$ cat src/verilog/lsu_pkg.sv
// Shared LSU types: data, mask, size and tag vectors, request, bank write and load context structs

package lsu_pkg;

	// 64-bit data word, also used for byte addresses
	typedef logic [63:0] data_t;

	// One write enable per byte of a bank word
	typedef logic [7:0] byte_mask_t;

	// Access width, log2 of the byte count
	typedef logic [1:0] access_size_t;

	localparam access_size_t SIZE_B = 2'd0;
	localparam access_size_t SIZE_H = 2'd1;
	localparam access_size_t SIZE_W = 2'd2;
	localparam access_size_t SIZE_D = 2'd3;

	// Destination register tag
	localparam int TAG_W = 8;
	typedef logic [TAG_W-1:0] rd_tag_t;

	// Load request, 75 bits
	typedef struct packed {
		access_size_t size;
		logic         is_unsigned;
		rd_tag_t      tag;
		data_t        addr;
	} load_req_t;

	// Store request, 130 bits
	typedef struct packed {
		access_size_t size;
		data_t        addr;
		data_t        data;
	} store_req_t;

	// Write port of one bank, 73 bits
	typedef struct packed {
		logic       wen;
		byte_mask_t wmask;
		data_t      wdata;
	} bank_wr_t;

	// Load in flight between issue and align
	typedef struct packed {
		access_size_t size;
		logic         is_unsigned;
		rd_tag_t      tag;
		logic [3:0]   offset;
		logic         valid;
	} load_ctx_t;

endpackage

$ cat src/verilog/lsu_load_align.sv
// LSU align stage: bank word merge, byte extraction, sign/zero extension, writeback register

`timescale 1ns/10ps

module lsu_load_align #(
	parameter int AW = 14
) (
	input  logic               CLK,
	input  logic               rst_n,
	input  lsu_pkg::load_ctx_t ctx,
	input  lsu_pkg::data_t     rdata_a,
	input  lsu_pkg::data_t     rdata_b,
	input  logic               flush,
	output logic               wb_valid,
	output lsu_pkg::data_t     wb_data,
	output lsu_pkg::rd_tag_t   wb_tag
);

	import lsu_pkg::*;

	// Two double-words in address order
	logic [127:0] window;
	logic [127:0] shifted;
	data_t        raw;
	data_t        ext;

	// Bank holding the addressed double-word goes low
	assign window = ctx.offset[3] ? {rdata_a, rdata_b} : {rdata_b, rdata_a};

	// First loaded byte moved to bit 0
	assign shifted = window >> {ctx.offset[2:0], 3'b000};
	assign raw     = shifted[63:0];

	// Width and extension per load type
	always_comb begin
		unique case (ctx.size)
			SIZE_B: begin
				ext = ctx.is_unsigned ? {56'b0, raw[7:0]} : {{56{raw[7]}}, raw[7:0]};
			end
			SIZE_H: begin
				ext = ctx.is_unsigned ? {48'b0, raw[15:0]} : {{48{raw[15]}}, raw[15:0]};
			end
			SIZE_W: begin
				ext = ctx.is_unsigned ? {32'b0, raw[31:0]} : {{32{raw[31]}}, raw[31:0]};
			end
			default: begin
				ext = raw;
			end
		endcase
	end

	// Writeback strobe, flush in the second cycle still kills it
	always_ff @(posedge CLK or negedge rst_n) begin
		if (!rst_n) begin
			wb_valid <= 1'b0;
		end else begin
			wb_valid <= ctx.valid & ~flush;
		end
	end

	// Result and tag held until the next load arrives
	always_ff @(posedge CLK) begin
		if (ctx.valid) begin
			wb_data <= ext;
			wb_tag  <= ctx.tag;
		end
	end

endmodule

$ cat config.mk
export PLATFORM = sky130hd
export DESIGN_NAME = lsu_load_align
export DESIGN_NICKNAME = d
export VERILOG_FILES = /design/src/verilog/lsu_pkg.sv /design/src/verilog/lsu_load_align.sv
export SDC_FILE = /design/constraint.sdc
export NUM_CORES = 1
export LEC_CHECK = 0
export BUFFER_PORTS_ARGS = -buffer_cell sky130_fd_sc_hd__clkbuf_2
export CAP_MARGIN = 10
export CORE_AREA = 3 3 179 94
export CTS_BUF_LIST = sky130_fd_sc_hd__clkbuf_4 sky130_fd_sc_hd__clkbuf_8
export DETAILED_ROUTE_END_ITERATION = 8
export DIE_AREA = 0 0 182 97
export PLACE_DENSITY = 0.85
export SETUP_SLACK_MARGIN = 0.05
export SLEW_MARGIN = 30
export SYNTH_ARGS = -nofsm -noshare
export SYNTH_HDL_FRONTEND = slang
export SYNTH_SLANG_ARGS = --single-unit
$ cat constraint.sdc
create_clock -name CLK -period 0.8 [get_ports CLK]
set_clock_uncertainty 0.15 [all_clocks]
set_input_delay 0.04 -clock CLK [delete_from_list [all_inputs] [get_ports CLK]]
set_output_delay 0.04 -clock CLK [all_outputs]
set_load 0.02 [all_outputs]
* Word level (Yosys, flattened, before mapping)
Index checks and enable logic that the tools add are counted.
Word-level totals: word-level logic and storage cells 14, output and inout port bits 73, bits in registers 73, input port bits 147
Cells by class: bitwise logic cells 2, shifts and indexed selects 1, eq/ne operators 2, reductions and logical operators 1, mux-type cells 5
Operators by type and width (number):
- 2-to-1 mux 64 bit | 3
- one-hot mux 64 bit (3 select lines) | 1
- 2-to-1 mux 128 bit | 1
- right shift 128 x 6 -> 64 bit | 1
- equality test 2 x 1 -> 1 bit (second input constant) | 1
- equality test 2 bit (second input constant) | 1
- zero test 2 bit | 1
- AND 1 bit | 1
- inverter 1 bit | 1

* Logic depth before layout (Yosys ltp)
word-level depth 4, gate-level depth with buffers 10, gate-level depth less buffers 5

* Least setup slack after synthesis
Ideal clock, no wire load.
path kind input to register, start point input port ctx[4] (netlist name), end point register wb_data[41], data pin, buffers on the path 3, path slack -1.337 ns, arrival time 1.722 ns, setup time 0.265 ns, required time 0.385 ns, stages on the path 8, cells stage by stage buf_6 > mux4_2 > mux2_2 > mux2_2 > o211ai_2 > buf_6 > buf_6 > nand3_2
Between the ends: longest elaborated chain between the ends 4, elaborated cells between the ends (all ways) 6, classes of those cells shift: 1; mux: 5
RTL lines:
- start: declaration | RTL line lsu_load_align.sv:10 | input lsu_pkg::load_ctx_t ctx,
- 2-to-1 mux 128 bit (*) | RTL line lsu_load_align.sv:28 | assign window = ctx.offset[3] ? {rdata_a, rdata_b} : {rdata_b, rdata_a};
- right shift 128 x 6 -> 64 bit (*) | RTL line lsu_load_align.sv:31 | assign shifted = window >> {ctx.offset[2:0], 3'b000};
- 2-to-1 mux 64 bit (on tied branches) | RTL line lsu_load_align.sv:44, lsu_load_align.sv:38, lsu_load_align.sv:41
- one-hot mux 64 bit (3 select lines) (*) | RTL line lsu_load_align.sv:36 | unique case (ctx.size)
- named net ext[41] | RTL line lsu_load_align.sv:25 | data_t ext;
- end signal: assignment | RTL line lsu_load_align.sv:64 | wb_data <= ext;
- end: declaration | RTL line lsu_load_align.sv:15 | output lsu_pkg::data_t wb_data,
The timed path passes the listed nets; every way through them passes the cells marked *. A chain may end at the register's enable or synchronous reset.

* Final worst setup path
start point input port ctx[4] (netlist name), end point register wb_data[52], data pin
Same word-level chain as after synthesis.

==> flow_summary.yaml <==
cts:
  clock_sinks: 73
  clockRootBuffer: "clkbuf_8"
  clk_pin_slew_ns: 0.07
  clk_path_buf_depth: 2
  cts_tree: "yes"
  htree_num_levels: 3
  cts_buffers: 9
  holdBufCountCts: 10
route:
  routed_via_density: 6.48
  post-route-drc-count: 0
  drtIter0Drc: 1177
  vias: 8125
  routedWlPerCell_um: 24.6
  dr.pass1.iters: 6
  ant_nets: 0
  wl_mm: 30.8
setup_path:
  cp_max_fo: 8
  crit_buf_inv: 5
  crit_path_frequent_cell: "buf_12"
  critPathLaunch: "ctx[4]"
  critPathArrivalTime_ns: 1.96
  endpoint_kind: "flop"
  critPathRequiredTime_ns: 0.73
  worstPathCellList: "buf_12, buf_12, buf_16, mux4_2, mux2i_2, nand3_1, o211ai_4, buf_12, clkbuf_16, nand3_2"
  crit_family: "multiplexers"
  cp_slowest_cell: "mux4_2"
  crit_path_max_incr_delay_ns: 0.55
  crit_type: "in -> reg"
  worst_setup_path_start_kind: "input port"
global_route:
  antenna_found_initial: 2
  grt_use_total: 0.314
  grt_pass1_vias: 7978
  grt_first_pass_wirelength_mm: 43.8
  grt-ovfl-total: 0
  grt_max_degree: 92
finish:
  syn_to_final_growth_pct: 53.7
  final_nets: 1191
  fin_area_um2: 11800
  drive_gt1_frac: 0.646
  antenna_cells: 0
synth:
  syn-cell-area_um2: 7640
  synth-seq-cells: 73
  synth_cell_type_count: 28
  yosys_warnings: 0
  yosysTopAreaCellShare: 0.336
  syn_nets: 807
  synth_area_leaders: "mux4_2, edfxtp_1, mux2i_1"
  seq_area_frac_synth: 0.286
  yosysTopAreaCell: "mux4_2"
  synth.avg_cell_area_um2: 11.6
  synthCells: 660
place:
  io_buffer_count: 219
  postPlaceCellArea_um2: 10200
  gp_congestion: 0.974
  dp_hpwl_mm: 21.5
die:
  initial_core_util: 0.500
  dieWidth_um: 182
  ios: 220
  rows: 32
  core_area_um2: 15300
  die-area_um2: 17700
  die_h_um: 97
hold_path:
  min_path_type: "in -> async"
timing:
  drv_slew: 0
  setup-tns-final_ns: -91.89
  max_freq_mhz: 492
  hold_ws_ns: -0.144
  min_period_ns: 2.03
  setup_violations: 137
  finalCritPeriodShare: 2.54
  worst_pin_slew_ns: 0.464
  rsz0062_at_grt: "yes"
  worst_slack_ns: -1.23
  slew_headroom: 0.689
  hold_violations: 3
run_status:
  status: "finished, violations left"
  failed_checks: "hold timing, setup timing"
pwr:
  p_per_area_nw_per_um2: 1290
  finalPower_mw: 15.2
  irDropWorstVdd_mv: 0.819
  leakagePower_nw: 5.28
run:
  cap_violations: 0
## through the flow
step	utilization	setup slack (ns)	hold slack [ns]	std cells
2_1_floorplan	-	-1.32	-0.406	660
3_3_place_gp	0.664	-1.44	-0.335	1187
3_5_place_dp	0.664	-1.52	-0.335	1187
4_1_cts	0.716	-1.10	-0.157	1237
5_1_grt	0.768	-1.23	-0.142	1253
6_report	0.768	-1.23	-0.144	1253
## layer usage
layer / track usage / vias up / part of all wire
met5: 0 / - / 0.00042
met1: 0.412 / 3893 / 0.36
li1: - / 3384 / -
met2: 0.489 / 692 / 0.46
met3: 0.106 / 154 / 0.13
met4: 0.113 / 2 / 0.048
## registers in the layout, summed over array words and instances, names as in the netlist
name      count
wb_data      64
wb_tag        8
wb_valid      1
## logic make-up after synthesis
kind of cell           Yosys count  synth area share
AO/OA/AOI/OAI                   76            0.0586
buffers and inverters           74            0.0503
flip-flops                      73             0.286
multiplexers                   213             0.469
AND/OR/NAND/NOR                224             0.136
## layout make-up
class,instances,area [um2]
clock buffers,13,166
clock inverters,3,15.0
fillers,881,3540
inverters,3,11.3
multi-input cells,513,5450
flip-flops and latches,73,2190
well taps,204,255
repair buffers,444,3660
## cell usage in the layout (no fill, tap or decap), drive strengths merged
| cell type | count |
|---|---|
| buf | 286 |
| and2 | 2 |
| o22ai | 2 |
| a31o | 10 |
| o211ai | 7 |
| nor2 | 13 |
| inv | 3 |
| nand2 | 137 |
| edfxtp | 72 |
| nor2b | 1 |
| a211oi | 2 |
| or2 | 1 |
| clkbuf | 161 |
| nand3 | 67 |
| mux4 | 114 |
| nand2b | 1 |
| dfrtp | 1 |
| mux2 | 21 |
| nor3 | 2 |
| o21ai | 32 |
| mux2i | 78 |
| clkinv | 3 |
| a21oi | 23 |
| dlygate4sd3 | 10 |
## cell usage after synthesis
library cell / instances
nand2_1: 137
mux4_2: 114
mux2i_1: 78
edfxtp_1: 72
nand3_1: 47
o21ai_0: 31
clkbuf_1: 29
a21oi_1: 23
mux2_2: 21
nand3_2: 20
buf_2: 16
nor2_1: 13
buf_4: 11
a31o_2: 10
buf_1: 9
buf_6: 6
o211ai_1: 6
inv_2: 3
a211oi_1: 2
and2_1: 2
nor3_1: 2
o22ai_1: 2
dfrtp_1: 1
nand2b_1: 1
nor2b_1: 1
o211ai_2: 1
o21ai_1: 1
or2_2: 1
## where the power goes
| part | leakage, nW | switching [mW] | internal, mW | total (mW) |
|---|---|---|---|---|
| Clock | 0.100 | 1.31 | 1.35 | 2.66 |
| Sequential | 0.712 | 0.216 | 4.77 | 4.98 |
| Combinational | 4.47 | 3.71 | 3.82 | 7.54 |
| Total | 5.28 | 5.24 | 9.94 | 15.2 |
## repair_timing
action	4_1_cts	5_1_grt
buffers inserted	20	12
hold endpoints to repair	15	3
cloned	4	6
endpoints found under the setup margin	137	137
pin swaps	10	5
resized for setup	69	255
## path summary, 6_finish.rpt
| path | end | slack, ns | depth (start not counted) |
|---|---|---|---|
| worst max-delay path | wb_data[52] | -1.23 | 10 |
| min in group CLK | wb_tag[4] | -0.03 | 2 |
| max in group asynchronous | wb_valid | 0.55 | 2 |
| worst min-delay path | wb_valid | -0.14 | 2 |
Note: power is estimated with default switching activity, not from simulation.
