## config.mk

```make
export PLATFORM = sky130hd
export DESIGN_NAME = lsu_issue
export DESIGN_NICKNAME = d
export VERILOG_FILES = /design/src/verilog/lsu_pkg.sv /design/src/verilog/lsu_issue.sv
export SDC_FILE = /design/constraint.sdc
export NUM_CORES = 1
export LEC_CHECK = 0
export BUFFER_PORTS_ARGS = -buffer_cell sky130_fd_sc_hd__buf_2
export CORE_AREA = 2 2 154 156
export CTS_BUF_LIST = sky130_fd_sc_hd__clkbuf_4 sky130_fd_sc_hd__clkbuf_8 sky130_fd_sc_hd__clkbuf_16
export DETAILED_ROUTE_END_ITERATION = 8
export DIE_AREA = 0 0 156 158
export PLACE_DENSITY = 0.49
export SYNTH_ARGS = -nofsm -noshare
export SYNTH_HDL_FRONTEND = slang
export SYNTH_SLANG_ARGS = --single-unit
```

## constraint.sdc

```tcl
create_clock -name CLK -period 2.8 [get_ports CLK]
set_input_delay 0.56 -clock CLK [delete_from_list [all_inputs] [get_ports CLK]]
set_output_delay 0.56 -clock CLK [all_outputs]
set_load 0.005 [all_outputs]
```

## src/verilog/lsu_pkg.sv

```systemverilog
// Shared LSU types: data, mask, size and tag vectors, request, bank write and load context structs

package lsu_pkg;

	// 64-bit data word, also used for byte addresses
	typedef logic [63:0] data_t;

	// One write enable per byte of a bank word
	typedef logic [7:0] byte_mask_t;

	// Access width, log2 of the byte count
	typedef logic [1:0] access_size_t;

	localparam access_size_t SIZE_B = 2'd0;
	localparam access_size_t SIZE_H = 2'd1;
	localparam access_size_t SIZE_W = 2'd2;
	localparam access_size_t SIZE_D = 2'd3;

	// Destination register tag
	localparam int TAG_W = 8;
	typedef logic [TAG_W-1:0] rd_tag_t;

	// Load request, 75 bits
	typedef struct packed {
		access_size_t size;
		logic         is_unsigned;
		rd_tag_t      tag;
		data_t        addr;
	} load_req_t;

	// Store request, 130 bits
	typedef struct packed {
		access_size_t size;
		data_t        addr;
		data_t        data;
	} store_req_t;

	// Write port of one bank, 73 bits
	typedef struct packed {
		logic       wen;
		byte_mask_t wmask;
		data_t      wdata;
	} bank_wr_t;

	// Load in flight between issue and align
	typedef struct packed {
		access_size_t size;
		logic         is_unsigned;
		rd_tag_t      tag;
		logic [3:0]   offset;
		logic         valid;
	} load_ctx_t;

endpackage

```

## src/verilog/lsu_issue.sv

```systemverilog
// LSU issue stage: load/store arbitration, bank address split, store masks and data, load context

`timescale 1ns/10ps

module lsu_issue #(
	parameter int AW = 14
) (
	input  logic                 CLK,
	input  logic                 rst_n,
	input  logic                 lu_valid,
	input  lsu_pkg::load_req_t   lu_req,
	input  logic                 su_valid,
	input  lsu_pkg::store_req_t  su_req,
	input  logic                 flush,
	output logic                 su_ready,
	output logic [AW-1:0]        addr_a,
	output logic [AW-1:0]        addr_b,
	output lsu_pkg::bank_wr_t    wr_a,
	output lsu_pkg::bank_wr_t    wr_b,
	output lsu_pkg::load_ctx_t   ctx
);

	import lsu_pkg::*;

	// Arbitration results
	logic          store_fire;
	data_t         sel_addr;

	// Bank pair of the chosen address
	logic [AW-1:0] pair_idx;
	logic          odd_dw;

	// Store window over two double-words
	logic [15:0]   mask_win;
	logic [127:0]  data_win;
	logic [2:0]    byte_off;

	// Load context registers
	logic          ctx_valid_q;
	access_size_t  size_q;
	logic          unsigned_q;
	rd_tag_t       tag_q;
	logic [3:0]    offset_q;

	// Load wins, a store waits while a load is present
	assign su_ready   = ~lu_valid;
	assign store_fire = su_valid & su_ready;

	// One address feeds both banks
	assign sel_addr = lu_valid ? lu_req.addr : su_req.addr;
	assign odd_dw   = sel_addr[3];
	assign pair_idx = sel_addr[4 +: AW];

	// Even double-word lives in bank A, odd in bank B
	// Odd start means bank A supplies the next pair
	assign addr_a = odd_dw ? pair_idx + 1'b1 : pair_idx;
	assign addr_b = pair_idx;

	assign byte_off = su_req.addr[2:0];

	// Byte mask of the store size, moved to the byte offset
	always_comb begin
		unique case (su_req.size)
			SIZE_B:  mask_win = 16'h0001 << byte_off;
			SIZE_H:  mask_win = 16'h0003 << byte_off;
			SIZE_W:  mask_win = 16'h000f << byte_off;
			default: mask_win = 16'h00ff << byte_off;
		endcase
	end

	// Store data moved by the same offset in bits
	assign data_win = {64'b0, su_req.data} << {byte_off, 3'b000};

	// Low half of the window goes to the bank holding the addressed double-word
	always_comb begin
		if (odd_dw) begin
			wr_b.wmask = mask_win[7:0];
			wr_a.wmask = mask_win[15:8];
			wr_b.wdata = data_win[63:0];
			wr_a.wdata = data_win[127:64];
		end else begin
			wr_a.wmask = mask_win[7:0];
			wr_b.wmask = mask_win[15:8];
			wr_a.wdata = data_win[63:0];
			wr_b.wdata = data_win[127:64];
		end
		// Bank untouched by the window skips the write
		wr_a.wen = store_fire & (|wr_a.wmask);
		wr_b.wen = store_fire & (|wr_b.wmask);
	end

	// Valid bit of the load in flight, flush drops it here
	always_ff @(posedge CLK or negedge rst_n) begin
		if (!rst_n) begin
			ctx_valid_q <= 1'b0;
		end else begin
			ctx_valid_q <= lu_valid & ~flush;
		end
	end

	// Load attributes follow the bank read by one cycle
	always_ff @(posedge CLK) begin
		if (lu_valid) begin
			size_q     <= lu_req.size;
			unsigned_q <= lu_req.is_unsigned;
			tag_q      <= lu_req.tag;
			offset_q   <= lu_req.addr[3:0];
		end
	end

	always_comb begin
		ctx.size        = size_q;
		ctx.is_unsigned = unsigned_q;
		ctx.tag         = tag_q;
		ctx.offset      = offset_q;
		ctx.valid       = ctx_valid_q;
	end

endmodule

```

After elaboration in Yosys (flattened, before gate mapping)
Index checks and enable logic that the tools add are counted.
{"block": "totals", "ram_bits": 0, "latchBits": 0, "regBits": 16, "output_inout_bits": 191, "mem_count": 0, "inputBits": 210, "word_cells": 27, "rom_bits": 0}
{"block": "classes", "mux": 5, "n_lt_le_gt_ge": 0, "n_mul": 0, "bitwise_logic": 6, "n_addsub": 1, "n_reduce_logical": 3, "n_div": 0, "shift": 5, "eq_ne": 2}
{"cell": "$mux W72", "n": 2}
{"cell": "$shl A64 B6 Y128", "n": 1}
{"cell": "$pmux W16 S3", "n": 1}
{"cell": "$mux W18", "n": 1}
{"cell": "$reduce_or A8 Y1", "n": 2}
{"cell": "$shl A1 B3 Y16 const A", "n": 1}
{"cell": "$shl A2 B3 Y16 const A", "n": 1}
{"cell": "$shl A4 B3 Y16 const A", "n": 1}
{"cell": "$shl A8 B3 Y16 const A", "n": 1}
{"cell": "$add A14 B1 Y14 const B", "n": 1}
{"cell": "$mux W14", "n": 1}
{"cell": "$and A1 B1 Y1", "n": 4}
{"cell": "$eq A2 B1 Y1 const B", "n": 1}
{"cell": "$eq A2 B2 Y1 const B", "n": 1}
{"cell": "$logic_not A2 Y1", "n": 1}
{"cell": "$not A1 Y1", "n": 2}

Longest topological paths before layout
Gate-level depths: netlist of the first run.
{"block": "depth", "word_depth": 5, "ltp_mapped": 8, "depth_no_buf": 5}

Worst setup path after synthesis of the first run
No wires, ideal clock.
{"block": "synth_timing", "path_kind": "input -> output", "startpoint": "in lu_valid", "endpoint": "out addr_a[10]", "t_arrival_ns": 2.060, "slack_ns": 0.180, "path_buffers": 3, "cell_stages": 8, "required_ns": 2.240, "path_cell_list": "buf_6 buf_12 buf_2 mux2_2 ha_1 nand4_4 nor4b_1 xnor2_1"}
{"block": "synth_via", "elab_chain_cells": 3}
{"element": "from (decl)", "line": "lsu_issue.sv:10", "source": "input logic lu_valid,"}
{"element": "$mux W18", "line": "lsu_issue.sv:50", "source": "assign sel_addr = lu_valid ? lu_req.addr : su_req.addr;"}
{"element": "net addr_b[0]", "line": "lsu_issue.sv:17", "source": "output logic [AW-1:0] addr_b,"}
{"element": "$add A14 B1 Y14", "line": "lsu_issue.sv:56", "source": "assign addr_a = odd_dw ? pair_idx + 1'b1 : pair_idx;"}
{"element": "$mux W14", "line": "lsu_issue.sv:56"}
{"element": "to (decl)", "line": "lsu_issue.sv:16", "source": "output logic [AW-1:0] addr_a,"}
The timed path passes the listed nets, and every way through them passes these cells.

==> results.md, run 1 <==
* Data required, critical path at 2240 ps
* Setup TNS at 0 ps
* Sw frac at 41.96%
* Yosys warnings at 0
* DR iter-0 viols at between 200 and 300
* Die width at 156 um
* CTS buffer count at 3
* Detailed-placement wirelength estimate at 21.28 mm
* Startpoint types: input port
* Final nets at approximately 1200
* Routed Antenna Nets at 0
* Num rows at 56
* Arrival @ worst endpoint at 2110 ps
* Final Cell Area at 7328 um2
* Clock Sinks at 16
* Post-synth cell types at 52
* Largest net degree at the start of global routing at 46
* Layout cells sized above 1 at 51.83%
* Worst slew margin at 63.93%
* Leading area contributor after synthesis: mux2i_1
* Final worst-path cycle share at 95.22%
* Count leader, synth: mux2i_1
* Worst setup margin at 134.0 ps
* Hold slack at 83.96 ps
* Min-delay worst type: in2async
* Clock Pin Slew Worst Setup and Hold Paths at around 50 ps
* Starting Density at 21.16%
* Tot GR Track Use at 19.43%
* Sequential share of power at 14.0%
* VDD IR max at 222.7 uV
* Post-synth EDFFs at 15
* Root cell of the clock tree: clkbuf_16
* Dominant cells by area after synthesis: mux2i_1, mux2_2, edfxtp_1
* Footprint of the multi-input gates at 3970 um2
* Top_reg_cell synth: edfxtp_1
* Critical path endpoint category: primary output
* TritonRoute pass-1 iters at 5
* Filler cell count at 2566
* Port Buf Inserts at 308
* Yosys reg bits at 16
* Area Growth Syn to Fin at 50.26%
* Post-Syn Area per Cell at 7.829 um2
* Max Fanout on Critical Path at 13
* Routed wire length at 25.68 mm
* Die Y at 158 um
* Leak at roughly 3.6 nW
* Post-Place Cell Area at ~7200 um2
* Register area share after synthesis at 9.749%
* P_int at 1.187 mW
* CTS tree: done
* Mapped Cells at 623
* First-pass GRT wire length at 36.22 mm
* # setup viols final at 0
* Vias per inst at 5.124
* Psw at 858.4 uW
* GRT overflow at 0
* Sequential cell area at 475.5 um2
* H-tree Lvls at 1
* Vias post-DR at 6390
* PnR Total Power at 2.046 mW
* Initial antenna violation count at 3
* Synth top area share at 17.24%
* Cell Area, Synth at 4877 um2
* Measured slew at the worst slew-check pin at 525.9 ps
* GP Congestion at 0.8637
* Fraction of power consumed by the clock network at between 10% and 20%
* Mapped Nets at 834
* Drt drc at 0
* Commonest cells in the netlist: mux2i_1, mux2_2, o22ai_1
* Ports at 401
* Asr flop ratio synth at 6.250%
* Comb pwr share at 71.5%
* Slew Limit Fails at 0
* Vias in the first global route at a little over 6000
* Post-CTS Hold Fix Bufs at 0
* Status: finished clean
* Crit Path Category: in2out
* WL/cell at 20.59 um
* Pre-CTS WS at -60.73 ps
* Full die area at 24650 um2
* MaxCap Viol Count at 0
* Power Density at ~280 nW/um2
* Total core area at ~23000 um2
* FMAX at 0.3751 GHz
* RSZ-0062 raised after global routing: false
* Min Clock Period, post-route at 2666 ps
* Maximum buffer depth of the clock tree at 2
* Final hold violations at 0
-- worst max-delay path, stage by stage --
cell,delay (ps)
buf_6,180
buf_4,210
mux2_2,370
mux4_2,480
nor2_1,100
a21oi_1,50
buf_2,150
-- cell families (layout without fill, tap and decap cells) --
group	after synthesis	after routing	synth area share (%)
compound gates	189	189	23.96
simple gates	157	157	16.14
other cells	0	2	0
fa+ha+maj	2	2	0.4617
xor+xnor	13	13	2.335
flops	16	16	9.748
mux	163	163	38.10
buf+inv	83	415	9.261
-- area by class of cell --
class                           instances  share of cell area [%]
Tap cell                              290                   4.951
Timing Repair Buffer                  400                   32.54
Sequential cell                        16                   6.488
Inverter                               11                  0.5634
Multi-Input combinational cell        524                   54.17
Clock buffer                            4                   1.212
Antenna cell                            2                 0.06829
-- routing by layer --
metal	wire (um)	part of all wire, %	up-vias	global-route usage, %
met5	13	0.051	-	0
met2	13070	51	309	37.55
met4	786	3.1	2	5.505
met3	1909	7.4	39	3.477
met1	9897	39	2990	21.67
li1	-	-	3050	-
-- through the flow --
stage,utilization (%),std cells
finish,31.79,1247
global route,31.77,1245
CTS,31.72,1245
detailed placement,31.32,1241
global placement,31.32,1241
floorplan,-,623
-- registers in the layout, indices dropped and copies added (netlist names) --
signal and cells:
tag_q 8, ctx_valid_q 1, size_q 2, offset_q 4, unsigned_q 1
-- what timing repair did --
item	in CTS	in global routing
endpoints found under the setup margin	20	19
buffers inserted	0	0
resized for setup	1	3
-- worst paths after layout --
kind	to	start	slack, ps	depth (start not counted)
max	wr_b[50]	su_req[64]	130	7
min	ctx_valid_q$_DFF_PN0_	rst_n	80	1
max in group asynchronous	ctx_valid_q$_DFF_PN0_	rst_n	2630	1
min in group CLK	tag_q[6]$_DFFE_PP_	lu_req[70]	500	1
-- placed cells by master, fill, tap and decap left out, drive strengths merged, types with 3 or more instances in the layout --
cell type    n
buf        400
mux2        71
nor3        20
clkbuf       4
mux2i       84
xnor2       12
nor2        36
inv         11
o21ai       37
a31oi       18
edfxtp      15
nand3       30
mux4         8
nand4        3
nand2       43
a22o        12
a22oi       10
nor2b       11
a21oi       42
o22ai       55
a2bb2oi      8
-- power by group through the flow --
stage	Combinational [mW]	Sequential, mW	Clock, mW
after floorplan	0.766	0.294	0
after global placement	1.46	0.291	0
after detailed placement	1.47	0.292	0
after CTS	1.47	0.287	0.304
after global routing	1.60	0.289	0.316
final	1.46	0.287	0.295
Note: power is estimated with default switching activity, not from simulation.
==> inputs of run 2 (changes only) <==
--- a/config.mk
+++ b/config.mk
@@ -6,11 +6,12 @@
 export NUM_CORES = 1
 export LEC_CHECK = 0
 export BUFFER_PORTS_ARGS = -buffer_cell sky130_fd_sc_hd__buf_2
+export CAP_MARGIN = 30
 export CORE_AREA = 2 2 154 156
-export CTS_BUF_LIST = sky130_fd_sc_hd__clkbuf_4 sky130_fd_sc_hd__clkbuf_8 sky130_fd_sc_hd__clkbuf_16
+export CTS_BUF_LIST = sky130_fd_sc_hd__clkbuf_2
 export DETAILED_ROUTE_END_ITERATION = 8
 export DIE_AREA = 0 0 156 158
-export PLACE_DENSITY = 0.49
+export PLACE_DENSITY = 0.46
 export SYNTH_ARGS = -nofsm -noshare
 export SYNTH_HDL_FRONTEND = slang
 export SYNTH_SLANG_ARGS = --single-unit
==> results.md, run 2 (same netlist as run 1, synthesis figures left out) <==
* Status: finished clean
* First-pass GRT wire length at 36.58 mm
* Final nets at ~1200
* Total core area at 23050 um2
* Critical path endpoint category: primary output
* MaxCap Viol Count at 0
* Slowest cell on crit path: mux2_4
* Fin cells at between 1000 and 1500
* Vias per inst at 5.082
* Starting Density at roughly a fifth
* Worst slew margin at 69.37%
* RSZ-0062 raised after global routing: false
* WL/cell at 20.40 um
* Final worst-path cycle share at approximately 96%
* Min-delay worst type: in2reg
* Max Fanout on Critical Path at 27
* GP Congestion at 0.9192
* Full die area at between 20000 and 25000 um2
* Die Y at 158 um
* Routed wire length at 25.50 mm
* FMAX at 0.3706 GHz
* Root cell of the clock tree: clkbuf_2
* Detailed-placement wirelength estimate at roughly 21 mm
* Drt drc at 0
* # setup viols final at 0
* Commonest cells after routing, fill and taps aside: buf_2, mux2i_1, buf_4, mux2_2, o22ai_1
* Num rows at 56
* Vias in the first global route at 6182
* Crit-path max cell delay at 320 ps
* DR iter-0 viols at slightly below 300
* Final hold violations at 0
* Top Registers: tag_q: 8 flops, offset_q: 4 flops, size_q: 2 flops
* Placed cell count at 1239
* Area Growth Syn to Fin at 50.18%
* Startpoint types: input port
* Crit Path Category: in2out
* Largest net degree at the start of global routing at 53
* Commonest non-fill, non-tap cell in the layout: buf_2
* H-tree Lvls at 1
* Hold slack at 411.5 ps
* Vias post-DR at roughly 6400
* Data required, critical path at 2240 ps
* Port Buf Inserts at 308
* Initial antenna violation count at 4
* TritonRoute pass-1 iters at 5
* Clock Pin Slew Worst Setup and Hold Paths at about 130 ps
* Clock Sinks at 16
* Tot GR Track Use at 19.28%
* GRT overflow at 0
* Ports at roughly 400
* Maximum buffer depth of the clock tree at 2
* CTS tree: done
* Leak at 3.602 nW
* Measured slew at the worst slew-check pin at between 400 and 500 ps
* Layout cells sized above 1 at 51.72%
* Power Density at 253.4 nW/um2
* CTS buffer count at 3
* Min Clock Period, post-route at 2698 ps
* VDD IR max at 141.0 uV
* Slew Limit Fails at 0
* Largest Register: tag_q
* Arrival @ worst endpoint at between 2000 and 2500 ps
* Routed Antenna Nets at 0
* Cells along the critical path: buf_2, buf_4, mux2_4, buf_12, nand2_1, buf_4, o22ai_1, buf_2
* Die width at 156 um
* Max reg flops at 8
## run 2: report_power, final
group / internal, mW / leakage (nW) / total, mW / switching [mW]
Sequential: 0.281 / 0.160 / 0.285 / 0.00354
Combinational: 0.694 / 3.43 / 1.47 / 0.781
Clock: 0.0310 / 0.0140 / 0.0964 / 0.0654
Total: 1.01 / 3.60 / 1.86 / 0.849
## run 2: stage by stage
step / util, % / TNS (ps) / power (mW) / cell area (um2) / setup WS, ps
after detailed placement: 31.42 / 0 / 1.762 / 7243 / 6.900
after floorplan: - / 0 / 1.060 / 4877 / 180.1
final: 31.77 / 0 / 1.856 / 7325 / 101.8
after global routing: 31.74 / 0 / 2.012 / 7317 / 5.762
after global placement: 31.42 / -5.566 / 1.757 / 7243 / -5.566
after CTS: 31.60 / 0 / 1.866 / 7284 / 52.73
## run 2: cell type report
class	instances	area [um2]
Tap cell	290	362.8
Clock buffer	3	15.01
Inverter	11	41.29
Fill cell	2496	15730
Sequential cell	16	475.5
Antenna cell	3	7.507
Timing Repair Buffer	402	2434
Clock inverter	1	3.754
Multi-Input combinational cell	524	3985
## run 2: final timing paths
kind                           from                     to  slack (ps)  cells past startpoint
max                        lu_valid               wr_a[37]         100                      8
min                           flush  ctx_valid_q$_DFF_PN0_         410                      2
min in group asynchronous     rst_n  ctx_valid_q$_DFF_PN0_         570                      2
max in group asynchronous     rst_n  ctx_valid_q$_DFF_PN0_        2150                      2
## run 2: what timing repair did
item / CTS / global route
gates resized for setup: 0 / 5
endpoints found under the setup margin: 1 / 14
endpoints found under the hold margin: 0 / 1
buffers inserted: 3 / 0
hold buffers: 0 / 1
## run 2: routing by layer
metal	part of all wire [%]	global-route usage (%)	vias to the layer above	wire length [um]
met3	7.7	3.723	31	1957
met5	0.051	0	-	13
met1	38	21.05	2980	9665
li1	-	-	3057	-
met4	1.7	3.844	2	439
met2	53	38.39	283	13420
## run 2: worst max-delay path, delay by kind of cell
| kind | cells | cell delay, ps |
|---|---|---|
| AO/OA/AOI/OAI | 1 | 110 |
| buffers and inverters | 5 | 830 |
| multiplexers | 1 | 320 |
| AND/OR/NAND/NOR | 1 | 290 |
==> inputs of run 3 (changes only) <==
--- a/config.mk
+++ b/config.mk
@@ -7,10 +7,10 @@
 export LEC_CHECK = 0
 export BUFFER_PORTS_ARGS = -buffer_cell sky130_fd_sc_hd__buf_2
 export CAP_MARGIN = 30
-export CORE_AREA = 2 2 154 156
+export CORE_AREA = 2 2 158 160
 export CTS_BUF_LIST = sky130_fd_sc_hd__clkbuf_2
 export DETAILED_ROUTE_END_ITERATION = 8
-export DIE_AREA = 0 0 156 158
+export DIE_AREA = 0 0 160 162
 export PLACE_DENSITY = 0.46
 export SYNTH_ARGS = -nofsm -noshare
 export SYNTH_HDL_FRONTEND = slang
==> constraint.sdc (replaced) <==
create_clock -name CLK -period 2.25 [get_ports CLK]
set_input_delay 0.45 -clock CLK [delete_from_list [all_inputs] [get_ports CLK]]
set_output_delay 0.45 -clock CLK [all_outputs]
set_load 0.005 [all_outputs]
==> results.md, run 3 (same netlist as run 1, synthesis figures left out) <==
* Status: complete, but fails checks
* Failing checks: setup timing
* GRT overflow at 0
* Largest net degree at the start of global routing at 33
* Final Cell Area at ~9600 um2
* Vias per inst at between 4 and 5
* Max Fanout on Critical Path at 5
* Tot GR Track Use at between 10% and 20%
* Sequential cell area at 475.5 um2
* Die Y at 162 um
* Root cell of the clock tree: clkbuf_2
* Final nets at 1272
* Initial antenna violation count at 2
* Layout cells sized above 1 at 67.83%
* Data required, critical path at 1800 ps
* RSZ-0062 raised after global routing: true
* Hold Startpoint: flush
* Maximum buffer depth of the clock tree at 2
* Crit Path Category: in2out
* Critical path endpoint category: primary output
* MaxCap Viol Count at 0
* Final worst-path cycle share at 103.4%
* Slew Limit Fails at 0
* First-pass GRT wire length at roughly 39 mm
* Worst slew margin at 68.74%
* WL/cell at 19.82 um
* Hold slack at between 300 and 400 ps
* Vias in the first global route at 6506
* Clock Sinks at 16
* Vias post-DR at 6775
* Num rows at 57
* Footprint of the multi-input gates at 4861 um2
* Startpoint types: input port
* Leak at 4.536 nW
* PnR Total Power at approximately 3.0 mW
* Hold path cells at 2
* Worst setup margin at -77.51 ps
* Measured slew at the worst slew-check pin at 459.8 ps
* Drt drc at 0
* VDD IR max at 209.5 uV
* Pre-CTS WS at -399.1 ps
* Min Clock Period, post-route at 2328 ps
* Die width at 160 um
* Commonest cells after routing, fill and taps aside: buf_2, buf_4, mux2i_1, mux2_4, o22ai_1
* Routed wire length at 27.47 mm
* CTS tree: done
* Filler cell count at 2538
* Routed Antenna Nets at 0
* Port Buf Inserts at 308
* FMAX at 0.4296 GHz
* Detailed-placement wirelength estimate at around 22 mm
* Full die area at 25920 um2
* Arrival @ worst endpoint at 1880 ps
* CTS buffer count at 3
* Clock Pin Slew Worst Setup and Hold Paths at 130 ps
* GP Congestion at between 0.8 and 0.9
* Post-Place Cell Area at 7815 um2
* Max reg flops at 8
* Total core area at approximately 24000 um2
* Ports at 401
* Starting Density at around 20%
* Hold EP: ctx_valid_q$_DFF_PN0_
* Area Growth Syn to Fin at 96.07%
* Min-delay worst type: in2reg
* Final hold violations at 0
* # setup viols final at 23
* Commonest non-fill, non-tap cell in the layout: buf_2
* Top Registers: tag_q: 8 flops, offset_q: 4 flops, size_q: 2 flops
* Largest Register: tag_q
* H-tree Lvls at 1
* Power Density at 310.6 nW/um2
* DR iter-0 viols at between 300 and 400
* TritonRoute pass-1 iters at 5
[run 3: cell count changes in the layout (fill, tap and decap cells not counted), sizes merged]
cell	before	now
diode	3	2
bufbuf	0	1
clkinv	1	0
clkbuf	3	8
buf	401	499
[run 3: power by group]
| group | switching [mW] | internal, mW |
|---|---|---|
| Sequential | 0.00561 | 0.350 |
| Combinational | 1.21 | 1.29 |
| Clock | 0.0763 | 0.0472 |
[run 3: routing by layer]
layer | track usage [%] | wire, um | vias up
li1 | - | - | 3266
met1 | 24.64 | 11880 | 3202
met2 | 33.35 | 13230 | 281
met3 | 3.626 | 1812 | 26
met4 | 4.955 | 547 | 0
met5 | 0 | 0 | -
[run 3: critical path, stage by stage]
cell     delay (ps)
buf_16          130
buf_12          140
mux2_4          320
mux4_2          520
nor2_2          120
a21oi_2          40
buf_4           150
[run 3: area by class of cell]
cell class              count  area share (%)
multi-input cells         524           50.83
repair buffers            505           39.26
flip-flops and latches     16           4.972
well taps                 324           4.239
inverters                  11          0.4318
clock buffers               4          0.2093
diodes                      2         0.05234
[run 3: worst max path at each step]
stage	from	to
6_report	su_req[64]	wr_b[55]
5_1_grt	su_req[64]	wr_b[54]
4_1_cts	su_req[64]	wr_b[55]
3_5_place_dp	lu_valid	addr_a[12]
3_3_place_gp	lu_valid	addr_a[12]
2_1_floorplan	lu_valid	addr_a[10]
[run 3: timing repair]
item                                    in CTS  in global routing
endpoints found under the setup margin     148                111
gates resized for setup                    100                162
setup buffers                                7                 30
endpoints found under the hold margin        1                  0
pin swaps                                   14                 34
hold buffers                                 1                  0
gates cloned                                 8                  4
[run 3: through the flow]
step	instances	TNS, ps	util, %
after floorplan	623	0	-
after CTS	1354	-504.6	35.53
after global placement	1335	-24590	32.42
final	1386	-662.0	39.67
after global routing	1385	-2175	39.66
after detailed placement	1335	-24230	32.42
